File: src/include/udp_arb_settings.svh
// build-time settings for the UDP transmit arbiter
// source count, payload widths and arbitration mode
`ifndef UDP_ARB_SETTINGS_SVH
`define UDP_ARB_SETTINGS_SVH

// number of upstream UDP sources
`define UDP_ARB_S_COUNT 2
`define UDP_ARB_DATA_WIDTH 8
// user bit marks a bad frame
`define UDP_ARB_USER_WIDTH 1
// 1 selects round-robin and 0 fixed priority with source 0 highest
`define UDP_ARB_ROUND_ROBIN 1

`endif

File: src/rtl/axis_if.sv
// AXI-stream payload interface
// data, user and last with the valid/ready handshake

`timescale 1ns/1ps
`default_nettype none

`include "udp_arb_settings.svh"

interface axis_if;
    logic [`UDP_ARB_DATA_WIDTH-1:0] tdata;
    logic [`UDP_ARB_USER_WIDTH-1:0] tuser;
    logic                           tlast;
    logic                           tvalid;
    logic                           tready;

    modport source (
        output tdata, tuser, tlast, tvalid,
        input  tready
    );

    modport sink (
        input  tdata, tuser, tlast, tvalid,
        output tready
    );
endinterface

`default_nettype wire

File: src/rtl/udp_axis_skid.sv
// two-entry skid buffer for the output payload stream
// input ready is registered, output follows an accepted beat by one cycle

`timescale 1ns/1ps
`default_nettype none

`include "udp_arb_settings.svh"

module udp_axis_skid (
    input var logic clk,
    input var logic reset,

    axis_if.sink    s_axis,
    axis_if.source  m_axis
);
    localparam int WORD_W = `UDP_ARB_DATA_WIDTH + `UDP_ARB_USER_WIDTH + 1;

    logic [WORD_W-1:0] mem [2];
    logic [WORD_W-1:0] out_word;
    logic [1:0]        count;
    logic [1:0]        count_next;
    logic              wr_ptr;
    logic              rd_ptr;
    logic              s_ready_reg;
    logic              push;
    logic              pop;

    assign push = s_axis.tvalid && s_ready_reg;
    assign pop = (count != 2'd0) && m_axis.tready;

    always_comb begin
        count_next = count;
        if (push && !pop) begin
            count_next = count + 2'd1;
        end else if (pop && !push) begin
            count_next = count - 2'd1;
        end
    end

    always_ff @(posedge clk) begin
        if (reset) begin
            count <= 2'd0;
            wr_ptr <= 1'b0;
            rd_ptr <= 1'b0;
            s_ready_reg <= 1'b0;
        end else begin
            count <= count_next;
            s_ready_reg <= (count_next != 2'd2);
            if (push) begin
                wr_ptr <= !wr_ptr;
            end
            if (pop) begin
                rd_ptr <= !rd_ptr;
            end
        end
    end

    always_ff @(posedge clk) begin
        if (push) begin
            mem[wr_ptr] <= {s_axis.tdata, s_axis.tuser, s_axis.tlast};
        end
    end

    assign s_axis.tready = s_ready_reg;

    assign out_word = mem[rd_ptr];
    assign m_axis.tvalid = (count != 2'd0);
    assign m_axis.tdata = out_word[WORD_W-1 -: `UDP_ARB_DATA_WIDTH];
    assign m_axis.tuser = out_word[`UDP_ARB_USER_WIDTH:1];
    assign m_axis.tlast = out_word[0];

endmodule

`default_nettype wire

File: src/flat_wrapper.sv
// flat-port wrapper written by rule: the top's interface ports become plain ports
module udp_axis_skid_flat 
  (clk, reset, s_axis_tdata, s_axis_tuser, s_axis_tlast, s_axis_tvalid, s_axis_tready, m_axis_tdata, m_axis_tuser, m_axis_tlast, m_axis_tvalid, m_axis_tready);
  axis_if s_axis_i ();
  axis_if m_axis_i ();
  input var logic clk;
  input var logic reset;
  input wire logic [$bits(s_axis_i.tdata)-1:0] s_axis_tdata;
  input wire logic [$bits(s_axis_i.tuser)-1:0] s_axis_tuser;
  input wire logic [$bits(s_axis_i.tlast)-1:0] s_axis_tlast;
  input wire logic [$bits(s_axis_i.tvalid)-1:0] s_axis_tvalid;
  output wire logic [$bits(s_axis_i.tready)-1:0] s_axis_tready;
  output wire logic [$bits(m_axis_i.tdata)-1:0] m_axis_tdata;
  output wire logic [$bits(m_axis_i.tuser)-1:0] m_axis_tuser;
  output wire logic [$bits(m_axis_i.tlast)-1:0] m_axis_tlast;
  output wire logic [$bits(m_axis_i.tvalid)-1:0] m_axis_tvalid;
  input wire logic [$bits(m_axis_i.tready)-1:0] m_axis_tready;
  assign s_axis_i.tdata = s_axis_tdata;
  assign s_axis_i.tuser = s_axis_tuser;
  assign s_axis_i.tlast = s_axis_tlast;
  assign s_axis_i.tvalid = s_axis_tvalid;
  assign s_axis_tready = s_axis_i.tready;
  assign m_axis_tdata = m_axis_i.tdata;
  assign m_axis_tuser = m_axis_i.tuser;
  assign m_axis_tlast = m_axis_i.tlast;
  assign m_axis_tvalid = m_axis_i.tvalid;
  assign m_axis_i.tready = m_axis_tready;
  udp_axis_skid u_core (.clk(clk), .reset(reset), .s_axis(s_axis_i), .m_axis(m_axis_i));
endmodule
File: config.mk
export PLATFORM = sky130hd
export DESIGN_NAME = udp_axis_skid_flat
export DESIGN_NICKNAME = d
export VERILOG_FILES = /design/src/rtl/axis_if.sv /design/src/rtl/udp_axis_skid.sv /design/src/flat_wrapper.sv
export VERILOG_INCLUDE_DIRS = /design/src /design/src/include
export SDC_FILE = /design/constraint.sdc
export NUM_CORES = 1
export LEC_CHECK = 0
export BUFFER_PORTS_ARGS = -buffer_cell sky130_fd_sc_hd__clkbuf_2
export CAP_MARGIN = 10
export CORE_MARGIN = 2
export CORE_UTILIZATION = 40
export DETAILED_ROUTE_END_ITERATION = 8
export SKIP_LAST_GASP = 1
export SLEW_MARGIN = 20
export SYNTH_ARGS = -nofsm -noshare
export SYNTH_HDL_FRONTEND = slang
export SYNTH_SLANG_ARGS = --single-unit
File: constraint.sdc
create_clock -name clk -period 3.3 [get_ports clk]
set_clock_uncertainty 0.05 [all_clocks]
set_input_delay 0.495 -clock clk [delete_from_list [all_inputs] [get_ports clk]]
set_output_delay 0.495 -clock clk [all_outputs]
set_load 0.1 [all_outputs]
# Yosys cells after proc, flatten, opt, wreduce, memory -nomap -nowiden

Memory sizes are Yosys's and may differ from the RTL's. A register that Yosys moved wholly into a read port is not among the register bits.
Index checks and enable logic that the tools add are counted.

Add/subtract/negate cells: 2
Equal/unequal tests: 1
Multiplexer cells: 6
Reduce and logical (&&, ||, !) cells: 9

Operators by type and width:

| kind                                                                | count |
|---|---|
| 1-bit logical AND                                                   | 4 |
| 1-bit zero test                                                     | 4 |
| 1-bit two-way mux                                                   | 4 |
| 2-bit two-way mux                                                   | 2 |
| 2-bit by 1-bit adder with 2-bit output (second input constant)      | 1 |
| 2-bit inequality test (second input constant)                       | 1 |
| 2-bit nonzero test                                                  | 1 |
| 2-bit by 1-bit subtractor with 2-bit output (second input constant) | 1 |

Flip-flop bits (word level): 5
Memory bits (writable): 20
Input port bits: 14
Output and inout bits: 12
Logic and storage cells: 23
Memories kept: 1

Memory list:

| name       | depth | width | read ports | clocked after Yosys merged registers in | wr ports | RTL line            | RTL |
|---|---|---|---|---|---|---|---|
| u_core.mem | 2     | 10    | 1          | 1                                       | 1        | udp_axis_skid.sv:18 | `logic [WORD_W-1:0] mem [2];` |

# Longest topological paths before layout

Gate-level depths: netlist of run 1.

Depth in word-level cells: 6
Mapped depth: 5
Gate-level depth less buffers: 5

# Worst setup path after synthesis of run 1

OpenSTA, ideal clock, no wires.

Kind: reg-to-reg
Start point: register u_core.s_ready_reg, in the netlist u_core.s_axis.tready
End point: memory u_core.mem[0][0] (netlist name), enable pin
Setup time: 0.377 ns
Arrival time: 1.896 ns
Required time: 2.873 ns
Slack: 0.977 ns
Stages on the path, launching flop included: 4
Buffers on the path: 1
Clock period less this slack: 2.323 ns
Cells stage by stage: dfxtp_1 and2_4 buf_6 nor2b_1

Longest elaborated chain between the ends: 3

RTL lines:

| element                                 | RTL line            | RTL |
|---|---|---|
| from (decl)                             | udp_axis_skid.sv:24 | `logic s_ready_reg;` |
| from (signal assigned)                  | udp_axis_skid.sv:48 | `s_ready_reg <= (count_next != 2'd2);` |
| 1-bit logical AND                       | udp_axis_skid.sv:28 | `assign push = s_axis.tvalid && s_ready_reg;` |
| 1-bit two-way mux                       | udp_axis_skid.sv:59 | `if (push) begin` |
| 1-bit two-way mux (not written as such) | udp_axis_skid.sv:60 | `mem[wr_ptr] <= {s_axis.tdata, s_axis.tuser, s_axis.tlast};` |
| to (decl)                               | udp_axis_skid.sv:18 |  |

Every way passes these cells.

==> results of run 1 <==
through the flow:
step	std cells	cell area (µm²)	hold WS, ns
2_1_floorplan	64	1041	0.4313
3_3_place_gp	117	1187	0.4486
3_5_place_dp	117	1187	0.4717
4_1_cts	121	1214	0.3076
5_1_grt	121	1214	0.3012
6_report	121	1214	0.3198
synth_stat cells:
cell type	instances
edfxtp_1	20
dfxtp_1	6
ha_1	1
inv_1	4
buf_6	1
mux2_2	10
a221oi_2	1
xnor2_1	2
xnor3_1	1
nand2b_1	1
o311ai_0	2
o21ai_0	1
nor2b_1	2
nand4_1	1
maj3_2	1
nand4b_1	1
a21oi_1	2
buf_2	1
and3_2	1
and2_4	1
nor2_1	4
cells by family (layout without fill, tap and decap cells):
| logic type | Yosys count | in the layout | share of synthesized area (%) |
|---|---|---|---|
| xor gates and xnor gates | 3 | 3 | 3.846 |
| buffers and inverters | 6 | 33 | 3.004 |
| and+or+nand+nor | 11 | 11 | 6.251 |
| DFF | 26 | 26 | 69.23 |
| muxes | 10 | 10 | 10.82 |
| AOI/OAI and AO/OA | 6 | 6 | 4.567 |
| adders and majority gates | 2 | 2 | 2.283 |
path summary, 6_finish.rpt:
check,startpoint,to
min,s_axis_tdata[7],u_core.mem[1][9]$_DFFE_PP_
max,register,m_axis_tdata[6]
max reg2reg,u_core.s_axis.tready$_SDFF_PP0_,u_core.mem[0][5]$_DFFE_PP_
min reg2reg,u_core.rd_ptr$_SDFFE_PP0P_,register
final cells by class:
class,instances,area (µm²),area share (%)
flip-flops and latches,26,720.7,59.38
multi-input cells,32,289.0,23.81
repair buffers,25,125.1,10.31
well taps,30,37.54,3.093
clock buffers,3,22.52,1.856
inverters,4,15.01,1.237
clock inverters,1,3.754,0.3093
state kept, by name (all words and copies together) (netlist names), named ones only:
register / flops
u_core.mem: 20
u_core.count: 2
u_core.rd_ptr: 1
u_core.s_axis.tready: 1
u_core.wr_ptr: 1
worst max-delay path: cells and delay by family (launching register included):
family / cells / cell delay [ns]
flops: 1 / 0.62
mux: 1 / 0.39
buf+inv: 1 / 0.37
routing by layer:
metal,vias to the layer above,part of all wire (%),GRT usage [%]
met1,280,42,15.22
li1,296,-,-
met4,0,1.4,5.691
met3,4,5.0,2.688
met2,18,52,22.42
met5,-,0,0
==> results.py, run 1 <==
metrics = {
    "global_route": {
        "antenna_found_initial": 0,
        "grt_pass1_vias": 618,
        "grt_overflow_total": 0,
        "grt_pass1_wl_um": 2691,
        "grt_max_degree": 15,
        "grt_use_total_pct": 12.87,
    },
    "hold_path": {
        "min_path_cells": 1,
        "holdCritPathClass": "in -> reg",
    },
    "yosys": {
        "synth_top_area_share_pct": 57.69,
        "synth_nets": 79,
        "synthTopCellsByArea": "edfxtp_1 (58%), dfxtp_1 (12%), mux2_2 (11%)",
        "netlist-cell-type-count": 21,
        "netlist_area_mm2": 0.001041,
        "yosysTopAreaCell": "edfxtp_1",
        "synth_seq_cells": 26,
        "netlist_instances": 64,
        "synth_warnings": 0,
        "ys_seq_area_share_pct": 69.23,
        "postSynthAreaPerCell_um2": 16.27,
    },
    "floorplanning": {
        "die_area_mm2": 0.003027,
        "chipHeight_um": 55.02,
        "start_util_pct": 42.02,
        "core_mm2": 0.002477,
        "die_x_um": 55.02,
        "rows": 18,
        "io-pin-count": 26,
    },
    "cts": {
        "cts_sinks": 26,
        "cts_resized": 0,
        "cts_hold_buf": 0,
        "root_buffer": "clkbuf_4",
        "clk_path_buf_depth": 2,
        "worst_skew_pair.late_latency_ns": 0.30,
        "post_cts_buffers": 0,
        "clkTransAtPathRegs_ns": 0.13,
        "cts_buffers": 3,
        "h-tree-depth": 1,
        "cts_tree": "built",
    },
    "placed_design": {
        "pre_cts_ws_ns": 1.260,
        "gp_congestion": 0.7190,
        "portBuffers": 25,
        "dp_hpwl_um": 1246,
    },
    "final_layout": {
        "synthToLayoutAreaGrowth_pct": 16.59,
        "drive_gt1_share_pct": 46.15,
        "finalNetCount": 107,
        "final_common_cell": "clkbuf_2",
        "final_core_util_pct": 48.99,
        "layout_common_cells": "clkbuf_2 (25), edfxtp_1 (20), mux2_2 (10)",
        "nFillCells": 241,
        "n_antenna_cell": 0,
    },
    "worst_setup_path": {
        "path_cells": "mux2_2 > clkbuf_2",
        "ff2ff_path_depth": 2,
        "r2r_slack_ns": 1.52,
        "critPathMaxStageDelay_ns": 0.62,
        "cp.required_ns": 2.75,
        "crit_path_start_kind": "register",
        "end_kind": "primary output",
        "criticalPathCategory": "reg -> out",
        "cp_max_fo": 10,
        "crit_path_top_delay_cell": "dfxtp_1",
        "worstPathArrival_ns": 1.69,
    },
    "detailed_routing": {
        "routed_wl_um": 1663,
        "drt_iter0_markers": 3,
        "antenna_left": 0,
        "drc": 0,
        "vias": 598,
        "wl_per_cell_um": 13.74,
        "vias_per_cell": 4.942,
        "drtPass1Iterations": 2,
    },
    "sta": {
        "hold_viol": 0,
        "fin_setup_tns_ns": 0,
        "worstMarginPinSlew_ns": 0.8882,
        "finalSetupViolations": 0,
        "rsz0062_at_grt": "no",
        "fmax_mhz": 447.8,
        "post-route-period-util_pct": 67.68,
        "setup_slack_ns": 1.067,
        "timing.slew.headroom_pct": 40.67,
        "slew_violations": 0,
        "layout_min_cycle_time_ns": 2.233,
    },
    "run_status": {
        "status": "finished clean",
    },
    "flow_run": {
        "maxCapViolations": 0,
    },
}
Power of run 1 is not shown: default switching activity piles up to over one toggle a cycle in this logic, so the estimate is an artifact.
==> run 2, diff against run 1 <==
--- a/config.mk
+++ b/config.mk
@@ -6,6 +6,7 @@
 export SDC_FILE = /design/constraint.sdc
 export NUM_CORES = 1
 export LEC_CHECK = 0
+export ABC_AREA = 1
 export BUFFER_PORTS_ARGS = -buffer_cell sky130_fd_sc_hd__clkbuf_2
 export CAP_MARGIN = 10
 export CORE_MARGIN = 2
==> constraint.sdc (replaced) <==
create_clock -name clk -period 2.06 [get_ports clk]
set_clock_uncertainty 0.05 [all_clocks]
set_input_delay 0.309 -clock clk [delete_from_list [all_inputs] [get_ports clk]]
set_output_delay 0.309 -clock clk [all_outputs]
set_load 0.1 [all_outputs]
==> run 2 against run 1 <==
Global-route usage fell by 2.7 points. Hold slack got worse by 0.20 ns. Clock-buffer cell count rose by 1. Die area rose by 1.1%. Cell count rose by 7.4%. Flip-flop and latch count did not move. Non-clock buffer count rose by 4. Synthesized cell count rose by 6.3%. Wire length fell by 15%.
==> results.py, run 2 <==
metrics = {
    "floorplanning": {
        "rows": 18,
        "die_x_um": 55.32,
        "chipHeight_um": 55.32,
        "core_mm2": 0.002477,
        "io-pin-count": 26,
        "start_util_pct": 42.53,
        "die_area_mm2": 0.003060,
    },
    "sta": {
        "fin_setup_tns_ns": 0,
        "fmax_mhz": 535.9,
        "rsz0062_at_grt": "no",
        "finalSetupViolations": 0,
        "worstMarginPinSlew_ns": 0.5397,
        "layout_min_cycle_time_ns": 1.866,
        "timing.slew.headroom_pct": 64.17,
        "hold_viol": 0,
        "post-route-period-util_pct": 90.58,
        "slew_violations": 0,
    },
    "yosys": {
        "netlist-cell-type-count": 16,
        "synth-edff-count": 20,
        "yosysMostFrequentCell": "edfxtp_1",
        "synth-compound-area-share_pct": 0.4751,
        "synth_top_family_by_area": "multiplexers",
        "netlist_instances": 68,
        "synth_top_area_share_pct": 57.01,
        "synth_warnings": 0,
        "postSynthAreaPerCell_um2": 15.49,
        "synth_simple_gate_area_share_pct": 10.93,
        "netlist_area_mm2": 0.001054,
        "synth_nets": 83,
        "async_flop_share_pct": 0,
        "ys_seq_area_share_pct": 68.41,
        "synthTopCellsByArea": "edfxtp_1 (57%), mux2_4 (14%), dfxtp_1 (11%)",
        "yosysTopAreaCell": "edfxtp_1",
        "synth.area.mux_share_pct": 14.25,
        "synthAdderAreaFrac_pct": 1.188,
        "synthXorXnorAreaFrac_pct": 0.8314,
        "synth_seq_cells": 26,
        "synth_ff_type": "edfxtp_1",
        "synth_common_cells": "edfxtp_1 (20), mux2_4 (10), dfxtp_1 (6), inv_1 (6), nor2_1 (5)",
    },
    "worst_setup_path": {
        "end_kind": "primary output",
        "crit_path_start_kind": "register",
        "critPathMaxStageDelay_ns": 0.37,
        "path_cells": "buf_4 > mux2_4 > clkbuf_2",
        "criticalPathCategory": "reg -> out",
        "worstPathArrival_ns": 1.51,
        "crit_path_top_delay_cell": "clkbuf_2",
        "cp_max_fo": 6,
        "r2r_slack_ns": 0.73,
        "path_buf_inv": 2,
        "cp.required_ns": 1.70,
        "path_delay_family": "buffers and inverters",
    },
    "detailed_routing": {
        "drtPass1Iterations": 4,
        "drt_iter0_markers": 5,
        "drc": 0,
        "vias": 602,
        "routed_wl_um": 1417,
        "antenna_left": 0,
        "wl_per_cell_um": 10.90,
        "vias_per_cell": 4.631,
    },
    "placed_design": {
        "gp_congestion": 0.6985,
        "dp_hpwl_um": 1147,
        "portBuffers": 25,
    },
    "final_layout": {
        "largest_register_ffs": 20,
        "layout_common_cells": "clkbuf_2 (25), edfxtp_1 (20), mux2_4 (10)",
        "regMostFlops": "u_core.mem",
        "n_antenna_cell": 0,
        "drive_gt1_share_pct": 53.00,
        "top_regs": "u_core.mem (20), u_core.count (2)",
        "final_common_cell": "clkbuf_2",
        "synthToLayoutAreaGrowth_pct": 19.83,
        "final_core_util_pct": 50.96,
        "finalNetCount": 116,
    },
    "cts": {
        "clk_path_buf_depth": 2,
        "cts_hold_buf": 0,
        "h-tree-depth": 1,
        "cts_resized": 0,
        "root_buffer": "clkbuf_4",
        "worst_skew_pair.late_latency_ns": 0.31,
        "cts_sinks": 26,
        "cts_tree": "built",
        "cts_buffers": 3,
        "clkTransAtPathRegs_ns": 0.12,
        "post_cts_buffers": 0,
    },
    "global_route": {
        "grt_pass1_wl_um": 2366,
        "grt_max_degree": 15,
        "grt_use_total_pct": 10.20,
        "grt_pass1_vias": 542,
        "grt_overflow_total": 0,
        "antenna_found_initial": 0,
    },
    "run_status": {
        "status": "finished clean",
    },
    "hold_path": {
        "holdCritPathClass": "in -> reg",
    },
    "flow_run": {
        "maxCapViolations": 0,
    },
}
-- run 2: changes by cell type in the layout (fill, tap and decap cells not counted), sizes merged, moves of 2 or more --
| cell | delta |
|---|---|
| nand2 | +9 |
| o311ai | -2 |
| nor2b | -2 |
| xnor2 | -2 |
| nand3 | +5 |
| inv | +4 |
| buf | +4 |
-- run 2: cells by family after synthesis --
logic type	after synthesis
multiplexers	10
adder cells (fa/ha/maj)	1
flip-flops	26
AND/OR/NAND/NOR	20
AO/OA/AOI/OAI	1
buffers and inverters	9
XOR/XNOR	1
-- run 2: per-layer routing --
metal / up-vias / GRT usage [%] / wire (µm)
li1: 299 / - / -
met4: 0 / 7.317 / 48
met5: - / 0 / 0
met1: 279 / 11.96 / 569
met2: 19 / 16.16 / 718
met3: 5 / 2.576 / 81
-- run 2: stage by stage --
step	cells	setup slack [ns]	hold WS [ns]	cell area [µm²]
after floorplan	68	0.3102	0.3281	1055
after global placement	126	0.5585	0.4361	1236
after detailed placement	126	0.5398	0.4422	1236
after CTS	130	0.1695	0.1098	1262
after global routing	130	0.1223	0.1019	1262
final	130	0.1941	0.1244	1262
-- run 2: cell type report --
type | count | area (µm²)
repair buffers | 29 | 155.1
multi-input cells | 33 | 291.5
flip-flops and latches | 26 | 721.9
well taps | 30 | 37.54
fillers | 240 | 1215
inverters | 8 | 30.03
clock buffers | 4 | 26.28
-- run 2: worst paths after layout --
| kind | start | cells after the start | end |
|---|---|---|---|
| setup / recovery | register | 3 | m_axis_tdata[6] |
| hold / removal | s_axis_tdata[5] | 1 | u_core.mem[1][7]$_DFFE_PP_ |
| setup reg to reg | u_core.s_axis.tready$_SDFF_PP0_ | 3 | u_core.mem[1][3]$_DFFE_PP_ |
| hold reg to reg | u_core.count[1]$_SDFF_PP0_ | 2 | u_core.count[1]$_SDFF_PP0_ |
Power of run 2 is left out for the same reason.
